**config.mk**
```make
export PLATFORM = sky130hd
export DESIGN_NAME = quick_rs232
export DESIGN_NICKNAME = d
export VERILOG_FILES = /design/src/source/uart_ctrl_pkg.sv /design/src/source/uart_line_pkg.sv /design/src/source/serial_ctrl_if.sv /design/src/source/quick_rs232.sv /design/src/source/rx_fifo.sv /design/src/source/rx_shifter.sv /design/src/source/tx_shifter.sv /design/src/source/uart_ctrl.sv /design/src/source/baud_timer.sv
export SDC_FILE = /design/constraint.sdc
export NUM_CORES = 1
export LEC_CHECK = 0
export BUFFER_PORTS_ARGS = -buffer_cell sky130_fd_sc_hd__buf_2
export CORE_ASPECT_RATIO = 1.75
export CORE_MARGIN = 3
export CORE_UTILIZATION = 61
export CTS_BUF_LIST = sky130_fd_sc_hd__clkbuf_16
export DETAILED_ROUTE_END_ITERATION = 8
export PLACE_DENSITY = 0.81
export SLEW_MARGIN = 20
export SYNTH_ARGS = -nofsm -noshare
export SYNTH_HDL_FRONTEND = slang
export SYNTH_SLANG_ARGS = --single-unit
```
**constraint.sdc**
```tcl
create_clock -name clk -period 3.4 [get_ports clk]
set_clock_uncertainty 0.05 [all_clocks]
set_input_delay 0.34 -clock clk [delete_from_list [all_inputs] [get_ports clk]]
set_output_delay 0.34 -clock clk [all_outputs]
set_load 0.03 [all_outputs]
```
**src/source/uart_ctrl_pkg.sv**
```systemverilog
`default_nettype none

package uart_ctrl_pkg;

    typedef enum logic [2:0] {
        TX_IDLE,
        TX_START,
        TX_DATA,
        TX_PARITY,
        TX_STOP
    } tx_state_e;

    typedef enum logic [2:0] {
        RX_IDLE,
        RX_START,
        RX_DATA,
        RX_PARITY,
        RX_STOP
    } rx_state_e;

    // Source of the next transmit line level
    typedef enum logic [1:0] {
        SEL_IDLE,       // Also used for the stop bit
        SEL_START,
        SEL_DATA,
        SEL_PARITY
    } tx_bit_sel_e;

    typedef logic [2:0] bit_idx_t;

endpackage

`default_nettype wire

```
**src/source/uart_line_pkg.sv**
```systemverilog
`default_nettype none

package uart_line_pkg;

    // Line timing
    localparam logic [31:0] CLK_FREQ_HZ = 32'd50_000_000;
    localparam logic [31:0] BAUD_RATE   = 32'd115_200;

    typedef logic [8:0] clk_cnt_t;     // Holds one bit period

    localparam clk_cnt_t CLKS_PER_BIT  = clk_cnt_t'(CLK_FREQ_HZ / BAUD_RATE);  // 434
    localparam clk_cnt_t HALF_BIT_CLKS = clk_cnt_t'(CLKS_PER_BIT / 2);         // 217

    // 8E1 frame format
    localparam int unsigned DATA_BITS = 8;

    typedef logic [DATA_BITS-1:0] byte_t;

    // Receive buffer
    localparam int unsigned RX_FIFO_DEPTH = 16;

    typedef logic [4:0] fifo_cnt_t;    // 0 to 16 entries

    // Two frames of headroom before the buffer fills
    localparam fifo_cnt_t RX_CTS_LIMIT = fifo_cnt_t'(14);

endpackage

`default_nettype wire
```
**src/source/serial_ctrl_if.sv**
```systemverilog
`timescale 1ns/1ps
`default_nettype none

interface serial_ctrl_if;
    import uart_ctrl_pkg::*;

    // Transmit side
    logic        tx_load;       // Capture the byte and its parity
    logic        tx_shift;      // Advance to the next data bit
    tx_bit_sel_e tx_sel;        // Line source for the next cycle

    // Receive side
    logic        rx_clear;      // Start of a new frame
    logic        rx_sample;     // Data bit centre
    logic        rx_line;       // Synchronized rx
    logic        rx_parity_ok;  // Running parity matches the line

    modport ctrl (
        output tx_load,
        output tx_shift,
        output tx_sel,
        output rx_clear,
        output rx_sample,
        input  rx_line,
        input  rx_parity_ok
    );

    modport tx (
        input  tx_load,
        input  tx_shift,
        input  tx_sel
    );

    modport rx (
        input  rx_clear,
        input  rx_sample,
        output rx_line,
        output rx_parity_ok
    );

endinterface

`default_nettype wire

```
**src/source/quick_rs232.sv**
```systemverilog
`timescale 1ns/1ps
`default_nettype none

module quick_rs232 (
    input  logic                 clk,
    input  logic                 rst,
    input  logic                 rx,
    output logic                 tx,
    input  logic                 rts,
    output logic                 cts,
    input  logic                 rx_read,
    output uart_line_pkg::byte_t rx_data,
    output logic                 rx_valid,
    output logic                 rx_err,
    input  uart_line_pkg::byte_t tx_data,
    input  logic                 tx_data_ready,
    output logic                 tx_data_copied,
    output logic                 tx_busy
);
    import uart_line_pkg::*;

    logic      tx_restart;
    logic      tx_tick;
    logic      rx_restart;
    logic      rx_half;
    logic      rx_tick;
    logic      rx_push;
    byte_t     rx_byte;
    fifo_cnt_t fifo_count;

    serial_ctrl_if ctl_if ();

    uart_ctrl ctrl0 (
        .clk            (clk),
        .rst            (rst),
        .ctl            (ctl_if.ctrl),
        .tx_data_ready  (tx_data_ready),
        .tx_data_copied (tx_data_copied),
        .tx_busy        (tx_busy),
        .tx_restart     (tx_restart),
        .tx_tick        (tx_tick),
        .rx_restart     (rx_restart),
        .rx_half        (rx_half),
        .rx_tick        (rx_tick),
        .rx_push        (rx_push),
        .rx_err         (rx_err),
        .rts            (rts),
        .fifo_count     (fifo_count),
        .cts            (cts)
    );

    baud_timer tx_timer (
        .clk     (clk),
        .rst     (rst),
        .restart (tx_restart),
        .half    (1'b0),           // Transmit bits start on a bit boundary
        .tick    (tx_tick)
    );

    baud_timer rx_timer (
        .clk     (clk),
        .rst     (rst),
        .restart (rx_restart),
        .half    (rx_half),
        .tick    (rx_tick)
    );

    tx_shifter tx_shift0 (
        .clk     (clk),
        .rst     (rst),
        .ctl     (ctl_if.tx),
        .tx_data (tx_data),
        .tx      (tx)
    );

    rx_shifter rx_shift0 (
        .clk     (clk),
        .rst     (rst),
        .ctl     (ctl_if.rx),
        .rx      (rx),
        .rx_byte (rx_byte)
    );

    rx_fifo rx_fifo0 (
        .clk       (clk),
        .rst       (rst),
        .push      (rx_push),
        .push_data (rx_byte),
        .pop       (rx_read),
        .pop_data  (rx_data),
        .valid     (rx_valid),
        .count     (fifo_count)
    );

endmodule

`default_nettype wire

```
**src/source/rx_fifo.sv**
```systemverilog
`timescale 1ns/1ps
`default_nettype none

module rx_fifo (
    input  logic                     clk,
    input  logic                     rst,
    input  logic                     push,
    input  uart_line_pkg::byte_t     push_data,
    input  logic                     pop,
    output uart_line_pkg::byte_t     pop_data,
    output logic                     valid,
    output uart_line_pkg::fifo_cnt_t count
);
    import uart_line_pkg::*;

    byte_t                            mem [RX_FIFO_DEPTH];
    logic [$clog2(RX_FIFO_DEPTH)-1:0] wr_ptr;
    logic [$clog2(RX_FIFO_DEPTH)-1:0] rd_ptr;
    logic                             full;
    logic                             do_push;
    logic                             do_pop;

    assign full    = (count == fifo_cnt_t'(RX_FIFO_DEPTH));
    assign valid   = (count != '0);
    assign do_push = push && !full;
    assign do_pop  = pop && valid;     // Pop on empty is ignored

    always_ff @(posedge clk)
    begin
        if (do_push)
            mem[wr_ptr] <= push_data;
    end

    // Pointers wrap naturally at the power-of-two depth
    always_ff @(posedge clk)
    begin
        if (rst)
        begin
            wr_ptr <= '0;
            rd_ptr <= '0;
            count  <= '0;
        end
        else
        begin
            if (do_push)
                wr_ptr <= wr_ptr + 1'b1;
            if (do_pop)
                rd_ptr <= rd_ptr + 1'b1;
            case ({do_push, do_pop})
                2'b10:   count <= count + 1'b1;
                2'b01:   count <= count - 1'b1;
                default: count <= count;
            endcase
        end
    end

    assign pop_data = mem[rd_ptr];     // Oldest byte shown first word fall through

    assert property (@(posedge clk) disable iff (rst) push |-> !full)
        else $error("push into full receive buffer");

endmodule

`default_nettype wire

```
**src/source/rx_shifter.sv**
```systemverilog
`timescale 1ns/1ps
`default_nettype none

module rx_shifter (
    input  logic                 clk,
    input  logic                 rst,
    serial_ctrl_if.rx            ctl,
    input  logic                 rx,
    output uart_line_pkg::byte_t rx_byte
);
    import uart_line_pkg::*;

    logic [1:0] sync;      // Two-flop synchronizer
    byte_t      shreg;
    logic       parity;    // XOR of the data bits so far

    always_ff @(posedge clk)
    begin
        if (rst)
            sync <= 2'b11;
        else
            sync <= {sync[0], rx};
    end

    assign ctl.rx_line = sync[1];

    // Data arrives LSB first, so shift in from the top
    always_ff @(posedge clk)
    begin
        if (ctl.rx_clear)
        begin
            shreg  <= '0;
            parity <= 1'b0;
        end
        else if (ctl.rx_sample)
        begin
            shreg  <= {ctl.rx_line, shreg[DATA_BITS-1:1]};
            parity <= parity ^ ctl.rx_line;
        end
    end

    // Even parity holds when the parity bit equals the data XOR
    assign ctl.rx_parity_ok = (parity == ctl.rx_line);
    assign rx_byte          = shreg;

endmodule

`default_nettype wire

```
**src/source/tx_shifter.sv**
```systemverilog
`timescale 1ns/1ps
`default_nettype none

module tx_shifter (
    input  logic                 clk,
    input  logic                 rst,
    serial_ctrl_if.tx            ctl,
    input  uart_line_pkg::byte_t tx_data,
    output logic                 tx
);
    import uart_line_pkg::*;
    import uart_ctrl_pkg::*;

    byte_t shreg;      // Bits still to send with the LSB first
    logic  parity;
    logic  data_bit;

    // A shift and the line register update on the same edge
    assign data_bit = ctl.tx_shift ? shreg[1] : shreg[0];

    always_ff @(posedge clk)
    begin
        if (ctl.tx_load)
        begin
            shreg  <= tx_data;
            parity <= ^tx_data;     // Even parity over the data bits
        end
        else if (ctl.tx_shift)
        begin
            shreg <= {1'b0, shreg[DATA_BITS-1:1]};
        end
    end

    always_ff @(posedge clk)
    begin
        if (rst)
            tx <= 1'b1;             // Line idles high
        else
        begin
            case (ctl.tx_sel)
                SEL_START:  tx <= 1'b0;
                SEL_DATA:   tx <= data_bit;
                SEL_PARITY: tx <= parity;
                default:    tx <= 1'b1;
            endcase
        end
    end

    // A new byte is loaded only while the line idles high
    assert property (@(posedge clk) disable iff (rst) ctl.tx_load |-> tx)
        else $error("tx_load while the line is not idle");

endmodule

`default_nettype wire

```
**src/source/uart_ctrl.sv**
```systemverilog
`timescale 1ns/1ps
`default_nettype none

module uart_ctrl (
    input  logic                     clk,
    input  logic                     rst,
    serial_ctrl_if.ctrl              ctl,
    input  logic                     tx_data_ready,
    output logic                     tx_data_copied,
    output logic                     tx_busy,
    output logic                     tx_restart,
    input  logic                     tx_tick,
    output logic                     rx_restart,
    output logic                     rx_half,
    input  logic                     rx_tick,
    output logic                     rx_push,
    output logic                     rx_err,
    input  logic                     rts,
    input  uart_line_pkg::fifo_cnt_t fifo_count,
    output logic                     cts
);
    import uart_line_pkg::*;
    import uart_ctrl_pkg::*;

    //////////////////////////////////////////////////
    // Transmit frame
    //////////////////////////////////////////////////

    tx_state_e tx_state;
    tx_state_e tx_state_nxt;
    bit_idx_t  tx_idx;
    logic      tx_start;

    assign tx_start = (tx_state == TX_IDLE) && tx_data_ready;  // Only sampled while idle

    always_comb
    begin
        tx_state_nxt = tx_state;
        case (tx_state)
            TX_IDLE:
                if (tx_data_ready)
                    tx_state_nxt = TX_START;
            TX_START:
                if (tx_tick)
                    tx_state_nxt = TX_DATA;
            TX_DATA:
                if (tx_tick && tx_idx == bit_idx_t'(DATA_BITS - 1))
                    tx_state_nxt = TX_PARITY;
            TX_PARITY:
                if (tx_tick)
                    tx_state_nxt = TX_STOP;
            TX_STOP:
                if (tx_tick)
                    tx_state_nxt = TX_IDLE;
            default:
                tx_state_nxt = TX_IDLE;
        endcase
    end

    // The line is registered in the shifter, so select by the next state
    always_comb
    begin
        case (tx_state_nxt)
            TX_START:  ctl.tx_sel = SEL_START;
            TX_DATA:   ctl.tx_sel = SEL_DATA;
            TX_PARITY: ctl.tx_sel = SEL_PARITY;
            default:   ctl.tx_sel = SEL_IDLE;   // Idle and stop bit
        endcase
    end

    assign ctl.tx_load  = tx_start;
    assign ctl.tx_shift = (tx_state == TX_DATA) && tx_tick
                          && (tx_idx != bit_idx_t'(DATA_BITS - 1));
    assign tx_restart   = tx_start;
    assign tx_busy      = (tx_state != TX_IDLE);

    always_ff @(posedge clk)
    begin
        if (rst)
        begin
            tx_state       <= TX_IDLE;
            tx_idx         <= '0;
            tx_data_copied <= 1'b0;
        end
        else
        begin
            tx_state       <= tx_state_nxt;
            tx_data_copied <= tx_start;
            if (tx_start)
                tx_idx <= '0;
            else if (ctl.tx_shift)
                tx_idx <= tx_idx + 1'b1;
        end
    end

    //////////////////////////////////////////////////
    // Receive frame
    //////////////////////////////////////////////////

    rx_state_e rx_state;
    bit_idx_t  rx_idx;
    logic      rx_line_q;   // Line one cycle back for edge detection
    logic      rx_par_ok;   // Held from the parity sample to the stop sample
    logic      rx_fall;

    assign rx_fall       = rx_line_q && !ctl.rx_line;
    assign rx_restart    = (rx_state == RX_IDLE) && rx_fall;
    assign rx_half       = (rx_state == RX_IDLE);   // First tick lands mid start bit
    assign ctl.rx_clear  = rx_restart;
    assign ctl.rx_sample = (rx_state == RX_DATA) && rx_tick;

    always_ff @(posedge clk)
    begin
        if (rst)
        begin
            rx_state  <= RX_IDLE;
            rx_idx    <= '0;
            rx_line_q <= 1'b1;
            rx_par_ok <= 1'b0;
            rx_push   <= 1'b0;
            rx_err    <= 1'b0;
        end
        else
        begin
            rx_line_q <= ctl.rx_line;
            rx_push   <= 1'b0;
            rx_err    <= 1'b0;
            case (rx_state)
                RX_IDLE:
                    if (rx_fall)
                        rx_state <= RX_START;
                RX_START:
                    if (rx_tick)
                    begin
                        if (ctl.rx_line)
                            rx_state <= RX_IDLE;    // Glitch rather than a start bit
                        else
                            rx_state <= RX_DATA;
                        rx_idx <= '0;
                    end
                RX_DATA:
                    if (rx_tick)
                    begin
                        rx_idx <= rx_idx + 1'b1;
                        if (rx_idx == bit_idx_t'(DATA_BITS - 1))
                            rx_state <= RX_PARITY;
                    end
                RX_PARITY:
                    if (rx_tick)
                    begin
                        rx_par_ok <= ctl.rx_parity_ok;
                        rx_state  <= RX_STOP;
                    end
                RX_STOP:
                    if (rx_tick)
                    begin
                        if (rx_par_ok && ctl.rx_line)
                            rx_push <= 1'b1;
                        else
                            rx_err <= 1'b1;     // Bad parity or framing
                        rx_state <= RX_IDLE;
                    end
                default:
                    rx_state <= RX_IDLE;
            endcase
        end
    end

    // cts follows rts unless the buffer is nearly full
    always_ff @(posedge clk)
    begin
        if (rst)
            cts <= 1'b0;
        else
            cts <= rts && (fifo_count < RX_CTS_LIMIT);
    end

    assert property (@(posedge clk) disable iff (rst) tx_data_copied |=> !tx_data_copied)
        else $error("tx_data_copied high for two cycles");

    // A half-bit restart must not tick on the very next cycle
    assert property (@(posedge clk) disable iff (rst) rx_restart |=> !rx_tick)
        else $error("rx_tick right after a restart");

endmodule

`default_nettype wire

```
**src/source/baud_timer.sv**
```systemverilog
`timescale 1ns/1ps
`default_nettype none

module baud_timer (
    input  logic clk,
    input  logic rst,
    input  logic restart,
    input  logic half,
    output logic tick
);
    import uart_line_pkg::*;

    clk_cnt_t cnt;     // Cycles left until the next tick

    // Down-counter that reloads the full period after every tick
    always_ff @(posedge clk)
    begin
        if (rst)
        begin
            cnt <= CLKS_PER_BIT - clk_cnt_t'(1);
        end
        else if (restart)
        begin
            if (half)
                cnt <= HALF_BIT_CLKS - clk_cnt_t'(1);  // First tick at a bit centre
            else
                cnt <= CLKS_PER_BIT - clk_cnt_t'(1);
        end
        else if (cnt == '0)
        begin
            cnt <= CLKS_PER_BIT - clk_cnt_t'(1);
        end
        else
        begin
            cnt <= cnt - clk_cnt_t'(1);
        end
    end

    assign tick = (cnt == '0);

endmodule

`default_nettype wire

```
==> summary by stage, run 1 <==
STA
Setup repair after global routing left no endpoint under its margin. The headroom to the max-slew limit is 33.9%. After routing, the total negative slack on setup checks comes to 0 ns. The final hold violation count is 0. The slew at the pin closest to its max-slew limit is just under 1 ns. Timing would allow up to 327 MHz.

The final period utilization is 89.8%. The final count of negative-setup-slack endpoints is 0. The max-slew violation total from the final report was 0.

After layout, the minimum clock period comes to 3.05 ns.

Setup path
The register-to-register setup slack is ~0.41 ns. The cell with the largest stage delay on the worst path is sky130_fd_sc_hd__dfxtp_2. The most numerous cell type found on the critical path is sky130_fd_sc_hd__mux4_2. The peak per-stage delay on the critical path is roughly 0.64 ns.

The buffer and inverter count on the worst path is 2. The critical path arrival is around 2.7 ns. Data on the critical path is required at its endpoint by between 3 and 4 ns.

The startpoint type of the worst setup path is a flip-flop. In this run the worst path has a maximum fanout of 20. The critical path goes through buf_12 > mux4_2 > mux4_2 > buf_2. Grouping stages by cell kind, the critical path spends the most delay in multiplexers. The setup path with the least slack is of type reg -> out.

The kind of end point of the critical path is a primary output.

Place
Summing all placed instances gives a cell area of between 8000 and 9000 um^2. Input and output buffers added on the ports amount to 27. Detailed placement ended at an HPWL of between 10000 and 15000 um. Routability-driven placement finished with a final weighted congestion of 0.835.

The cell count after placement is 745.

Pwr
For this design the ratio of total power to cell area is around 530 nW/um^2. IR analysis of the VDD net gives a maximum drop of between 0.4 and 0.5 mV. The total leakage power is about 3.5 nW.

Clock tree
The clock transition at the registers of the reported paths is about 0.060 ns. Post-CTS repair changed the size of 0 cells. The largest buffer count on any clock path is 3.

The number of sinks handled by clock tree synthesis is 202. The clock tree root driver cell is sky130_fd_sc_hd__clkbuf_16. Clock latency on the worst-skew pair, taken at its later pin, is roughly 0.48 ns.

The number of levels in the clock H-tree is 1. TritonCTS built the clock tree. The CTS buffer count is 18.

Layout
The synthesis-to-layout area growth is 11.7%. The final cell count without fillers is 778. The antenna diode instance count is 0. The finished layout cell area is ~9100 um^2. Of the cells placed in the final design, the portion with a size suffix greater than 1 is a little under a fifth.

The final net count is approximately 630.

Synthesis
The Yosys step of the flow raised 0 warnings. The synthesized design contains between 100 and 150 enable-type register cells. The async set-or-reset flop fraction in the synthesized netlist is 0%.

The count of different cell masters after synthesis is between 40 and 50. The average cell area after synthesis is roughly 14 um^2. The number of nets handed over by synthesis was between 500 and 600. The post-synthesis sequential area ratio is 66.3%. The synthesized design contains between 200 and 250 register bits. Among all flip-flop cells after synthesis, the most frequent one is sky130_fd_sc_hd__edfxtp_1. In the synthesized netlist, the number of instances is roughly 570.

The area of the mapped netlist is between 8000 and 9000 um^2.

Floorplanning
The die span in x is roughly 93 um. The floorplan has 55 rows. The floorplan step defined a die boundary enclosing 14900 um^2.

For this configuration, the core starts out at a cell density of 62.8%. The vertical die dimension is around 160 um. The core area is around 13000 um^2.

28 I/O pins were placed.

Global route
The number of antenna violations at the first check in global routing was 0. The first-pass GRT wire length is roughly 26000 um. Summed over all layers, the global routing overflow is 0. The largest net degree at the start of global routing is between 40 and 50. Across every metal layer, demand over resource in global routing totals between 20% and 30%.

The number of global-route vias before repair was ~4900.

Routing
The number of vias per cell is 5.87. The wire length after detailed routing is 15600 um. The per-cell routed wire length is roughly 20 um. The count of vias placed by the detailed router is 4564. The number of nets with antenna violations after detailed routing is 0.

The number of detailed-route iterations in the first pass is 4. In the routed design, unresolved DRC markers number 0. After the first detailed-routing iteration, the DRC count stood at ~330.

Min path
The worst hold path class is in -> reg.

Run
Max-cap violations in this run came to 0.

Outcome
The flow ran to the end, and the final reports show no timing, DRC or antenna violations.
## cell families (layout without fill, tap and decap cells)
family | after synthesis | count (layout) | share of synthesized area [%]
and+or+nand+nor | 179 | 179 | 10.6
adders and majority gates | 17 | 17 | 2.70
xor gates and xnor gates | 28 | 28 | 3.00
DFF | 202 | 202 | 66.3
muxes | 47 | 47 | 11.9
buffers and inverters | 46 | 88 | 2.13
AOI/OAI and AO/OA | 46 | 46 | 3.39
## power breakdown
| group | switching, W | internal [W] | leakage (nW) |
|---|---|---|---|
| Clock | 0.000842 | 0.00122 | 0.324 |
| Combinational | 0.0000859 | 0.0000597 | 1.05 |
| Sequential | 0.0000251 | 0.00263 | 2.08 |
| Total | 0.000953 | 0.00391 | 3.46 |
## synth_stat cells (all sizes together), types with 7 or more instances
master | number | area (um^2)
ha | 16 | 200
a21oi | 22 | 110
inv | 20 | 75.1
or2 | 7 | 43.8
nand2 | 57 | 214
nor2b | 8 | 50.1
nor2 | 48 | 180
clkbuf | 20 | 75.1
edfxtp | 137 | 4110
dfxtp | 65 | 1300
nand2b | 8 | 50.1
xnor2 | 15 | 131
xor2 | 13 | 114
nor4 | 9 | 56.3
nor3 | 17 | 90.1
mux4 | 40 | 901
## worst reg2reg max path, stage by stage, from the launching register on
cell	delay (ns)
sky130_fd_sc_hd__dfxtp_1	0.34
sky130_fd_sc_hd__nor4_1	0.49
sky130_fd_sc_hd__a21boi_1	0.28
sky130_fd_sc_hd__ha_1	0.32
sky130_fd_sc_hd__ha_1	0.32
sky130_fd_sc_hd__nor2b_1	0.16
sky130_fd_sc_hd__o21ai_0	0.21
sky130_fd_sc_hd__a21oi_1	0.12
sky130_fd_sc_hd__or4_1	0.47
sky130_fd_sc_hd__a21oi_1	0.15
## final timing paths
check	start	to	depth (start not counted)
setup / recovery	flip-flop	rx_data[7]	4
hold / removal	rts	ctrl0.cts$_SDFF_PP0_	3
setup reg to reg	rx_fifo0.count[0]$_SDFFE_PP0P_	rx_fifo0.count[4]$_SDFFE_PP0P_	9
hold reg to reg	tx_timer.cnt[0]$_SDFF_PP1_	tx_timer.cnt[0]$_SDFF_PP1_	1
## layout by cell type (no fill, tap or decap), types with 4 or more instances in the layout
cell,n
sky130_fd_sc_hd__edfxtp_1,137
sky130_fd_sc_hd__dfxtp_1,64
sky130_fd_sc_hd__nand2_1,57
sky130_fd_sc_hd__nor2_1,48
sky130_fd_sc_hd__mux4_2,40
sky130_fd_sc_hd__buf_2,27
sky130_fd_sc_hd__inv_1,25
sky130_fd_sc_hd__a21oi_1,22
sky130_fd_sc_hd__clkbuf_16,20
sky130_fd_sc_hd__nor3_1,16
sky130_fd_sc_hd__ha_1,16
sky130_fd_sc_hd__xnor2_1,15
sky130_fd_sc_hd__xor2_1,13
sky130_fd_sc_hd__nor4_1,8
sky130_fd_sc_hd__nand2b_1,8
sky130_fd_sc_hd__nor2b_1,8
sky130_fd_sc_hd__or2_2,7
sky130_fd_sc_hd__buf_4,7
sky130_fd_sc_hd__or3_1,6
sky130_fd_sc_hd__mux2i_1,6
sky130_fd_sc_hd__a31oi_1,5
sky130_fd_sc_hd__or4_1,4
sky130_fd_sc_hd__o21ai_0,4
## repair_timing
| item | CTS | global route |
|---|---|---|
| buffers inserted | 0 | 0 |
| endpoints found under the setup margin | 0 | 0 |
| hold buffers | 1 | 0 |
| hold endpoints to repair | 1 | 0 |
## sequential cells by signal (all words and copies together) (netlist names), 2 cells and up, named ones only
| name | cells |
|---|---|
| ctrl0.tx_idx | 3 |
| rx_timer.cnt | 9 |
| ctrl0.rx_state | 3 |
| rx_fifo0.count | 5 |
| rx_fifo0.mem | 128 |
| ctrl0.rx_idx | 3 |
| rx_fifo0.rd_ptr | 4 |
| tx_shift0.shreg | 8 |
| ctrl0.tx_state | 3 |
| rx_shift0.rx_byte | 8 |
| rx_fifo0.wr_ptr | 4 |
| tx_timer.cnt | 9 |
| rx_shift0.sync | 2 |
## layout make-up
class                      instances  area, um^2
multi-input combinational        317        2580
sequential                       202        5420
timing repair buffer              36         218
clock inverter                    12         114
clock buffer                      20         500
inverter                          20        75.1
fill                             805        3880
tap                              171         214
## per-stage QoR
| step | worst slack, ns | utilization, % | hold WS (ns) | total power (W) |
|---|---|---|---|---|
| floorplan | 0.662 | - | 0.321 | 0.00281 |
| global placement | 0.648 | 65.3 | 0.332 | 0.00284 |
| detailed placement | 0.456 | 65.3 | 0.351 | 0.00285 |
| CTS | 0.278 | 70.1 | 0.0580 | 0.00490 |
| global route | 0.210 | 70.1 | 0.0874 | 0.00501 |
| finish | 0.346 | 70.1 | 0.0711 | 0.00486 |
## layer usage
layer	vias to the layer above	part of all wire, %	track usage [%]
li1	2150	-	-
met1	2259	34	24.8
met2	119	59	42.8
met3	36	3.2	2.36
met4	0	3.2	9.01
met5	-	0	0
No activity file was read; power rests on OpenSTA's default activity.
==> run 2: changes to the inputs <==
CORE_UTILIZATION = 64   (was 61)
CTS_BUF_LIST = sky130_fd_sc_hd__clkbuf_4 sky130_fd_sc_hd__clkbuf_8   (was sky130_fd_sc_hd__clkbuf_16)
PLACE_DENSITY = 0.84   (was 0.81)
==> run 2 against run 1 <==
Against the previous run: clock power fell by 7%; non-clock buffer count unchanged; die area decreased by 4.5%; utilization up 2.6 points; largest cell class unchanged.
==> summary by stage, run 2 (synthesis results as in run 1) <==
Clock tree
The clock tree root driver cell is sky130_fd_sc_hd__clkbuf_8. The number of levels in the clock H-tree is 1 (unchanged). The CTS buffer count is 26 (+8). TritonCTS built the clock tree. The post-cts resize count is 0 (unchanged). The largest buffer count on any clock path is 3 (unchanged). The clock latency on the worst-skew pair is 0.52 ns (+0.04 ns). The clock transition at the registers of the reported paths came to 0.07 ns (about the same). The number of sinks handled by clock tree synthesis was 202 (unchanged).

Setup path
The endpoint required time on the critical path came to 3.79 ns (+0.78 ns). The category of the most critical setup path is reg -> reg. The buffer and inverter count on the worst path was 0 (-2). The peak per-stage delay on the critical path came to 0.47 ns (-0.17 ns). The critical path arrival was 3.35 ns (+0.69 ns). The maximum fanout count along the critical path is 5 (-75%). The largest individual stage delay along the critical path comes from the cell sky130_fd_sc_hd__or4_1.

Traced cell by cell, the critical path runs through nor4_1 > a21boi_1 > ha_1 > ha_1 > nor2b_1 > o21ai_0 > a21oi_1 > or4_1 > a21oi_1. STA classifies the critical path startpoint as a flip-flop. In this design, the largest share of critical-path delay is due to simple AND/OR/NAND/NOR gates. STA classifies the critical path endpoint as a flip-flop.

Routing
The remaining routing DRC violations is 0 (unchanged). The violation count after the first detailed-route iteration is 280 (-16%). The count of vias placed by the detailed router came to 4734 (+3.7%). The number of vias per cell was 5.98 (+2.0%). The number of detailed-route iterations in the first pass is 5 (+1). The number of nets with antenna violations after detailed routing is 0 (unchanged). The wire length after detailed routing is 16200 um (+3.4%). The per-cell routed wire length was 20.5 um (+1.7%).

Layout
The library cell used most frequently in the layout, excluding fill and tap cells, is sky130_fd_sc_hd__edfxtp_1. The multi-input gate area in the final layout is 2580 um^2 (unchanged). The ratio of cells with drive above 1 in the final layout came to 21.7% (+2.7 points). The fill cell instance count of the final layout is 765 (-5.0%).

The synthesis-to-layout area growth is 11.3%. The flip-flop count of the largest register, all copies and words added is 128 (unchanged). The register bank with the most flops is rx_fifo0.mem.

The flip-flop and latch area is 5420 um^2 (unchanged). The top cell types in the final layout, fill and taps aside, are sky130_fd_sc_hd__edfxtp_1, sky130_fd_sc_hd__dfxtp_1, sky130_fd_sc_hd__nand2_1, sky130_fd_sc_hd__nor2_1, sky130_fd_sc_hd__mux4_2. The final net count is 634 (+1.3%). The finished layout cell area came to 9090 um^2 (-0.36%). The antenna diode instance count was 0 (unchanged). The largest registers in the layout are rx_fifo0.mem: 128 flops, rx_timer.cnt: 9 flops, tx_timer.cnt: 9 flops.

Pwr
The total power draw is 0.00471 W (-3.1%). The ratio of total power to cell area is 519 nW/um^2 (-2.7%). The total leakage power was 3.44 nW (-0.40%). The maximum vdd drop came to 0.355 mV (-24%).

Floorplanning
The total die area is 14200 um^2 (-4.5%). The effective utilization at floorplan came to 65.3% (+2.5 points). The boundary pin count is 28 (unchanged). The vertical die dimension came to 155 um (-2.3%).

The number of cell rows came to 54 (-1.8%). The die span in x is 91.4 um (-2.2%). The core area is 12500 um^2 (-3.9%).

Global route
The number of antenna violations at the first check in global routing was 0 (unchanged). The first-pass GRT wire length is 25600 um (-1.0%). The total global routing overflow is 0 (unchanged). The number of global-route vias before repair is 4925 (+0.37%).

The overall track demand over capacity in global routing is 23.4% (+0.97 points). The largest net degree at the start of global routing came to 47 (unchanged).

Run
The number of max-cap violations was 0 (unchanged).

Min path
The worst hold path class is in -> reg.

STA
The fmax came to 338 MHz (+3.2%). The minimum period implied by the final worst setup slack was 2.96 ns (-0.0940 ns). The worst hold slack across all endpoints came to 0.0649 ns (-0.00615 ns). The final count of negative-setup-slack endpoints came to 0 (unchanged). The headroom to the max-slew limit is 32.0% (-2.0 points). The max-slew violation total from the final report is 0 (unchanged).

The final period utilization is 87.1% (-2.8 points). The slew at the pin closest to its max-slew limit is 1.02 ns (+0.0297 ns). The total negative slack is 0 ns (unchanged). The final hold violation count is 0 (unchanged). Setup repair after global routing left no endpoint under its margin.

Outcome
The flow ran to the end, and the final reports show no timing, DRC or antenna violations.

Place
The count of buffers inserted at the top-level ports is 27 (unchanged). The cell area reported after detailed placement is 8490 um^2 (about the same). The final weighted congestion of routability-driven global placement is 0.831 (-0.55%). The sum of net half-perimeters after detailed placement came to 11200 um (+0.74%).
-- run 2: cell types whose count changed in the layout (fill, tap and decap cells not counted) --
cell and delta:
sky130_fd_sc_hd__clkbuf_8 +31, sky130_fd_sc_hd__clkbuf_16 -20, sky130_fd_sc_hd__clkbuf_4 +9, sky130_fd_sc_hd__inv_1 -5, sky130_fd_sc_hd__clkinv_1 +1, sky130_fd_sc_hd__clkinv_2 +1, sky130_fd_sc_hd__clkinvlp_4 +1, sky130_fd_sc_hd__inv_6 -1
sky130_fd_sc_hd__inv_8 -1
-- run 2: through the flow --
| stage | worst slack (ns) | util, % | std cells |
|---|---|---|---|
| 2_1_floorplan | 0.662 | - | 565 |
| 3_3_place_gp | 0.614 | 68.0 | 742 |
| 3_5_place_dp | 0.478 | 68.0 | 742 |
| 4_1_cts | 0.456 | 72.7 | 791 |
| 5_1_grt | 0.151 | 72.7 | 791 |
| 6_report | 0.440 | 72.7 | 791 |
-- run 2: worst reg2reg max path, stage by stage (launching register included) --
cell and delay [ns]:
sky130_fd_sc_hd__dfxtp_1 0.35, sky130_fd_sc_hd__nor4_1 0.44, sky130_fd_sc_hd__a21boi_1 0.25, sky130_fd_sc_hd__ha_1 0.32, sky130_fd_sc_hd__ha_1 0.33, sky130_fd_sc_hd__nor2b_1 0.16
sky130_fd_sc_hd__o21ai_0 0.22, sky130_fd_sc_hd__a21oi_1 0.13, sky130_fd_sc_hd__or4_1 0.47, sky130_fd_sc_hd__a21oi_1 0.15
-- run 2: path summary, 6_finish.rpt --
check,startpoint,endpoint,slack (ns),cells past startpoint
max,rx_fifo0.count[1]$_SDFFE_PP0P_,rx_fifo0.count[4]$_SDFFE_PP0P_,0.44,9
min,tx_data[0],tx_shift0.shreg[0]$_DFFE_PP_,0.06,3
max reg2reg,rx_fifo0.count[1]$_SDFFE_PP0P_,rx_fifo0.count[4]$_SDFFE_PP0P_,0.44,9
min reg2reg,tx_timer.cnt[0]$_SDFF_PP1_,tx_timer.cnt[0]$_SDFF_PP1_,0.36,1
-- run 2: layer usage --
| metal | wire, um | vias up | global-route usage, % |
|---|---|---|---|
| li1 | - | 2176 | - |
| met4 | 417 | 0 | 8.06 |
| met3 | 683 | 33 | 3.00 |
| met1 | 5500 | 2373 | 24.4 |
| met5 | 0 | - | 0 |
| met2 | 9590 | 152 | 46.9 |
-- run 2: power breakdown --
part | internal (W) | total [W] | switching, W | leakage [nW]
clock network | 0.00108 | 0.00191 | 0.000829 | 0.310
registers | 0.00263 | 0.00266 | 0.0000251 | 2.08
logic | 0.0000598 | 0.000145 | 0.0000849 | 1.05
-- run 2: final cells by class --
type,count,share of cell area (%)
Sequential cell,202,59.6
Multi-Input combinational cell,317,28.4
Clock buffer,40,5.44
Timing Repair Buffer,36,2.40
Tap cell,168,2.31
Clock inverter,8,1.00
Inverter,20,0.826
-- run 2: what timing repair did --
item                      4_1_cts  5_1_grt
hold buffers                    1        0
hold endpoints to repair        1        0
buffers inserted                0        0
==> run 3: changes to the inputs <==
MAX_ROUTING_LAYER = met4   (was not set)
==> run 3 against run 2 <==
Against the previous run: clock-buffer cell count unchanged; total power is essentially flat; via count up 0.97%; fmax is 1.0% lower; critical path depth unchanged; largest cell class unchanged; highest routed layer unchanged.
==> summary by stage, run 3 (synthesis results as in run 1) <==
Outcome
The run finished with clean final reports.

Place
The pre-CTS setup slack came to 0.478 ns (unchanged). The count of buffers inserted at the top-level ports is 27 (unchanged). The final weighted congestion of routability-driven global placement is 0.843 (+1.5%). The sum of net half-perimeters after detailed placement came to 11200 um (unchanged).

Clock tree
The number of levels in the clock H-tree came to 1 (unchanged). The root buffer cell chosen for the clock tree is sky130_fd_sc_hd__clkbuf_8. The CTS buffer count came to 26 (unchanged).

The largest buffer count on any clock path is 3 (unchanged). The setup fix buffers added after clock tree synthesis is 0 (unchanged). The number of buffers inserted for hold repair after clock tree synthesis is 1 (unchanged). The number of sinks handled by clock tree synthesis is 202 (unchanged). The clock transition at the registers of the reported paths came to 0.06 ns (about the same). The clock latency on the worst-skew pair is 0.52 ns (about the same). The TritonCTS clock tree is yes. The post-cts resize count is 0 (unchanged).

Setup path
The critical path is of the reg -> reg type. The peak per-stage delay on the critical path is 0.47 ns (about the same). The kind of cell with the highest combined delay along the critical path is simple AND/OR/NAND/NOR gates. The worst setup path is captured at a flip-flop. The maximum fanout count along the critical path is 5 (unchanged). The critical path arrival came to 3.38 ns (+0.03 ns). The endpoint required time on the critical path is 3.79 ns (about the same). The cell with the largest stage delay on the worst path is sky130_fd_sc_hd__or4_1.

The worst setup path is launched from a flip-flop. The signal on the critical path passes through nor4_1 > a21boi_1 > ha_1 > ha_1 > nor2b_1 > o21ai_0 > a21oi_1 > or4_1 > a21oi_1. The buffer and inverter count on the worst path is 0 (unchanged).

Floorplanning
The effective utilization at floorplan is 65.3% (unchanged). The core area came to 12500 um^2 (unchanged). The number of cell rows came to 54 (unchanged). The boundary pin count came to 28 (unchanged).

The die span in x is 91.4 um (unchanged). The vertical die dimension came to 155 um (unchanged). The total die area is 14200 um^2 (unchanged).

STA
The final count of negative-setup-slack endpoints is 0 (unchanged). The final period utilization is 88.0% (+0.89 points). The fmax is 334 MHz (-1.0%).

The minimum period implied by the final worst setup slack is 2.99 ns (+0.0304 ns). Setup repair after global routing left no endpoint under its margin. The final hold violation count is 0 (unchanged).

The worst hold slack across all endpoints is 0.0459 ns (-0.0190 ns). The total negative slack is 0 ns (unchanged). The slew at the pin closest to its max-slew limit is 1.01 ns (-0.00980 ns).

The headroom to the max-slew limit is 32.6% (+0.66 points). The max-slew violation total from the final report is 0 (unchanged). The worst path setup slack after routing is 0.409 ns (-0.0304 ns).

Layout
The library cell used most frequently in the layout, excluding fill and tap cells, is sky130_fd_sc_hd__edfxtp_1. Counting flops per register, the top entry is rx_fifo0.mem. The largest registers in the layout are rx_fifo0.mem: 128 flops, rx_timer.cnt: 9 flops, tx_timer.cnt: 9 flops. The final net count came to 634 (unchanged). In the layout the commonest cells are sky130_fd_sc_hd__edfxtp_1, sky130_fd_sc_hd__dfxtp_1, sky130_fd_sc_hd__nand2_1, sky130_fd_sc_hd__nor2_1, sky130_fd_sc_hd__mux4_2. The multi-input gate area in the final layout is 2580 um^2 (unchanged). The flip-flop and latch area is 5420 um^2 (unchanged). The flip-flop count of the largest register, all copies and words added is 128 (unchanged). The ratio of cells with drive above 1 in the final layout is 21.7% (unchanged). The fill cell instance count of the final layout is 765 (unchanged).

The antenna diode instance count is 0 (unchanged). The synthesis-to-layout area growth was 11.3% (unchanged).

Routing
The violation count after the first detailed-route iteration is 266 (-5.0%). The number of detailed-route iterations in the first pass is 5 (unchanged). The number of nets with antenna violations after detailed routing came to 0 (unchanged).

The count of vias placed by the detailed router was 4780 (+0.97%). The per-cell routed wire length was 20.5 um (about the same). The number of vias per cell is 6.04 (+0.97%). The remaining routing DRC violations is 0 (unchanged). The wire length after detailed routing is 16200 um (about the same).

Pwr
The total leakage power came to 3.44 nW (unchanged). The ratio of total power to cell area is 519 nW/um^2 (about the same). The total power draw is 0.00471 W (about the same). The maximum vdd drop was 0.354 mV (-0.28%).

Global route
The overall track demand over capacity in global routing is 24.2% (+0.72 points). The largest net degree at the start of global routing is 47 (unchanged). The number of global-route vias before repair is 4908 (-0.35%). The total global routing overflow is 0 (unchanged). The number of antenna violations at the first check in global routing is 0 (unchanged). The first-pass GRT wire length was 25600 um (about the same).

Min path
The worst hold path class is in -> reg.

Run
The number of max-cap violations came to 0 (unchanged).
[run 3: cell counts in the layout (fill, tap and decap cells not counted)]
No cell type changed its count.
[run 3: metal layers]
metal	wire length [um]	track usage (%)
met2	9580	47.1
met5	0	-
met4	401	7.70
met1	5490	24.5
met3	724	2.95
[run 3: per-stage QoR]
| step | std cells | area [um^2] | utilization (%) |
|---|---|---|---|
| 2_1_floorplan | 565 | 8170 | - |
| 3_3_place_gp | 742 | 8490 | 68.0 |
| 3_5_place_dp | 742 | 8490 | 68.0 |
| 4_1_cts | 791 | 9090 | 72.7 |
| 5_1_grt | 791 | 9090 | 72.7 |
| 6_report | 791 | 9090 | 72.7 |
[run 3: worst min-delay path, cell delays in order]
cell                       delay [ns]
sky130_fd_sc_hd__buf_2           0.10
sky130_fd_sc_hd__inv_1           0.06
sky130_fd_sc_hd__a311oi_1        0.06
[run 3: where the power goes]
part | switching, W | internal, W
Clock | 0.000830 | 0.00108
Combinational | 0.0000848 | 0.0000598
Sequential | 0.0000251 | 0.00263
[run 3: path summary, 6_finish.rpt]
kind,startpoint,to,slack (ns),depth (start not counted)
worst max register to register,rx_fifo0.count[1]$_SDFFE_PP0P_,rx_fifo0.count[4]$_SDFFE_PP0P_,0.41,9
worst max-delay path,rx_fifo0.count[1]$_SDFFE_PP0P_,rx_fifo0.count[4]$_SDFFE_PP0P_,0.41,9
worst min-delay path,rts,ctrl0.cts$_SDFF_PP0_,0.05,3
worst min register to register,tx_timer.cnt[0]$_SDFF_PP1_,tx_timer.cnt[0]$_SDFF_PP1_,0.36,1
[run 3: final cells by class]
type	count	share of cell area (%)
clock buffers	40	5.44
clock inverters	8	1.00
inverters	20	0.826
multi-input cells	317	28.4
flip-flops and latches	202	59.6
well taps	168	2.31
repair buffers	36	2.40
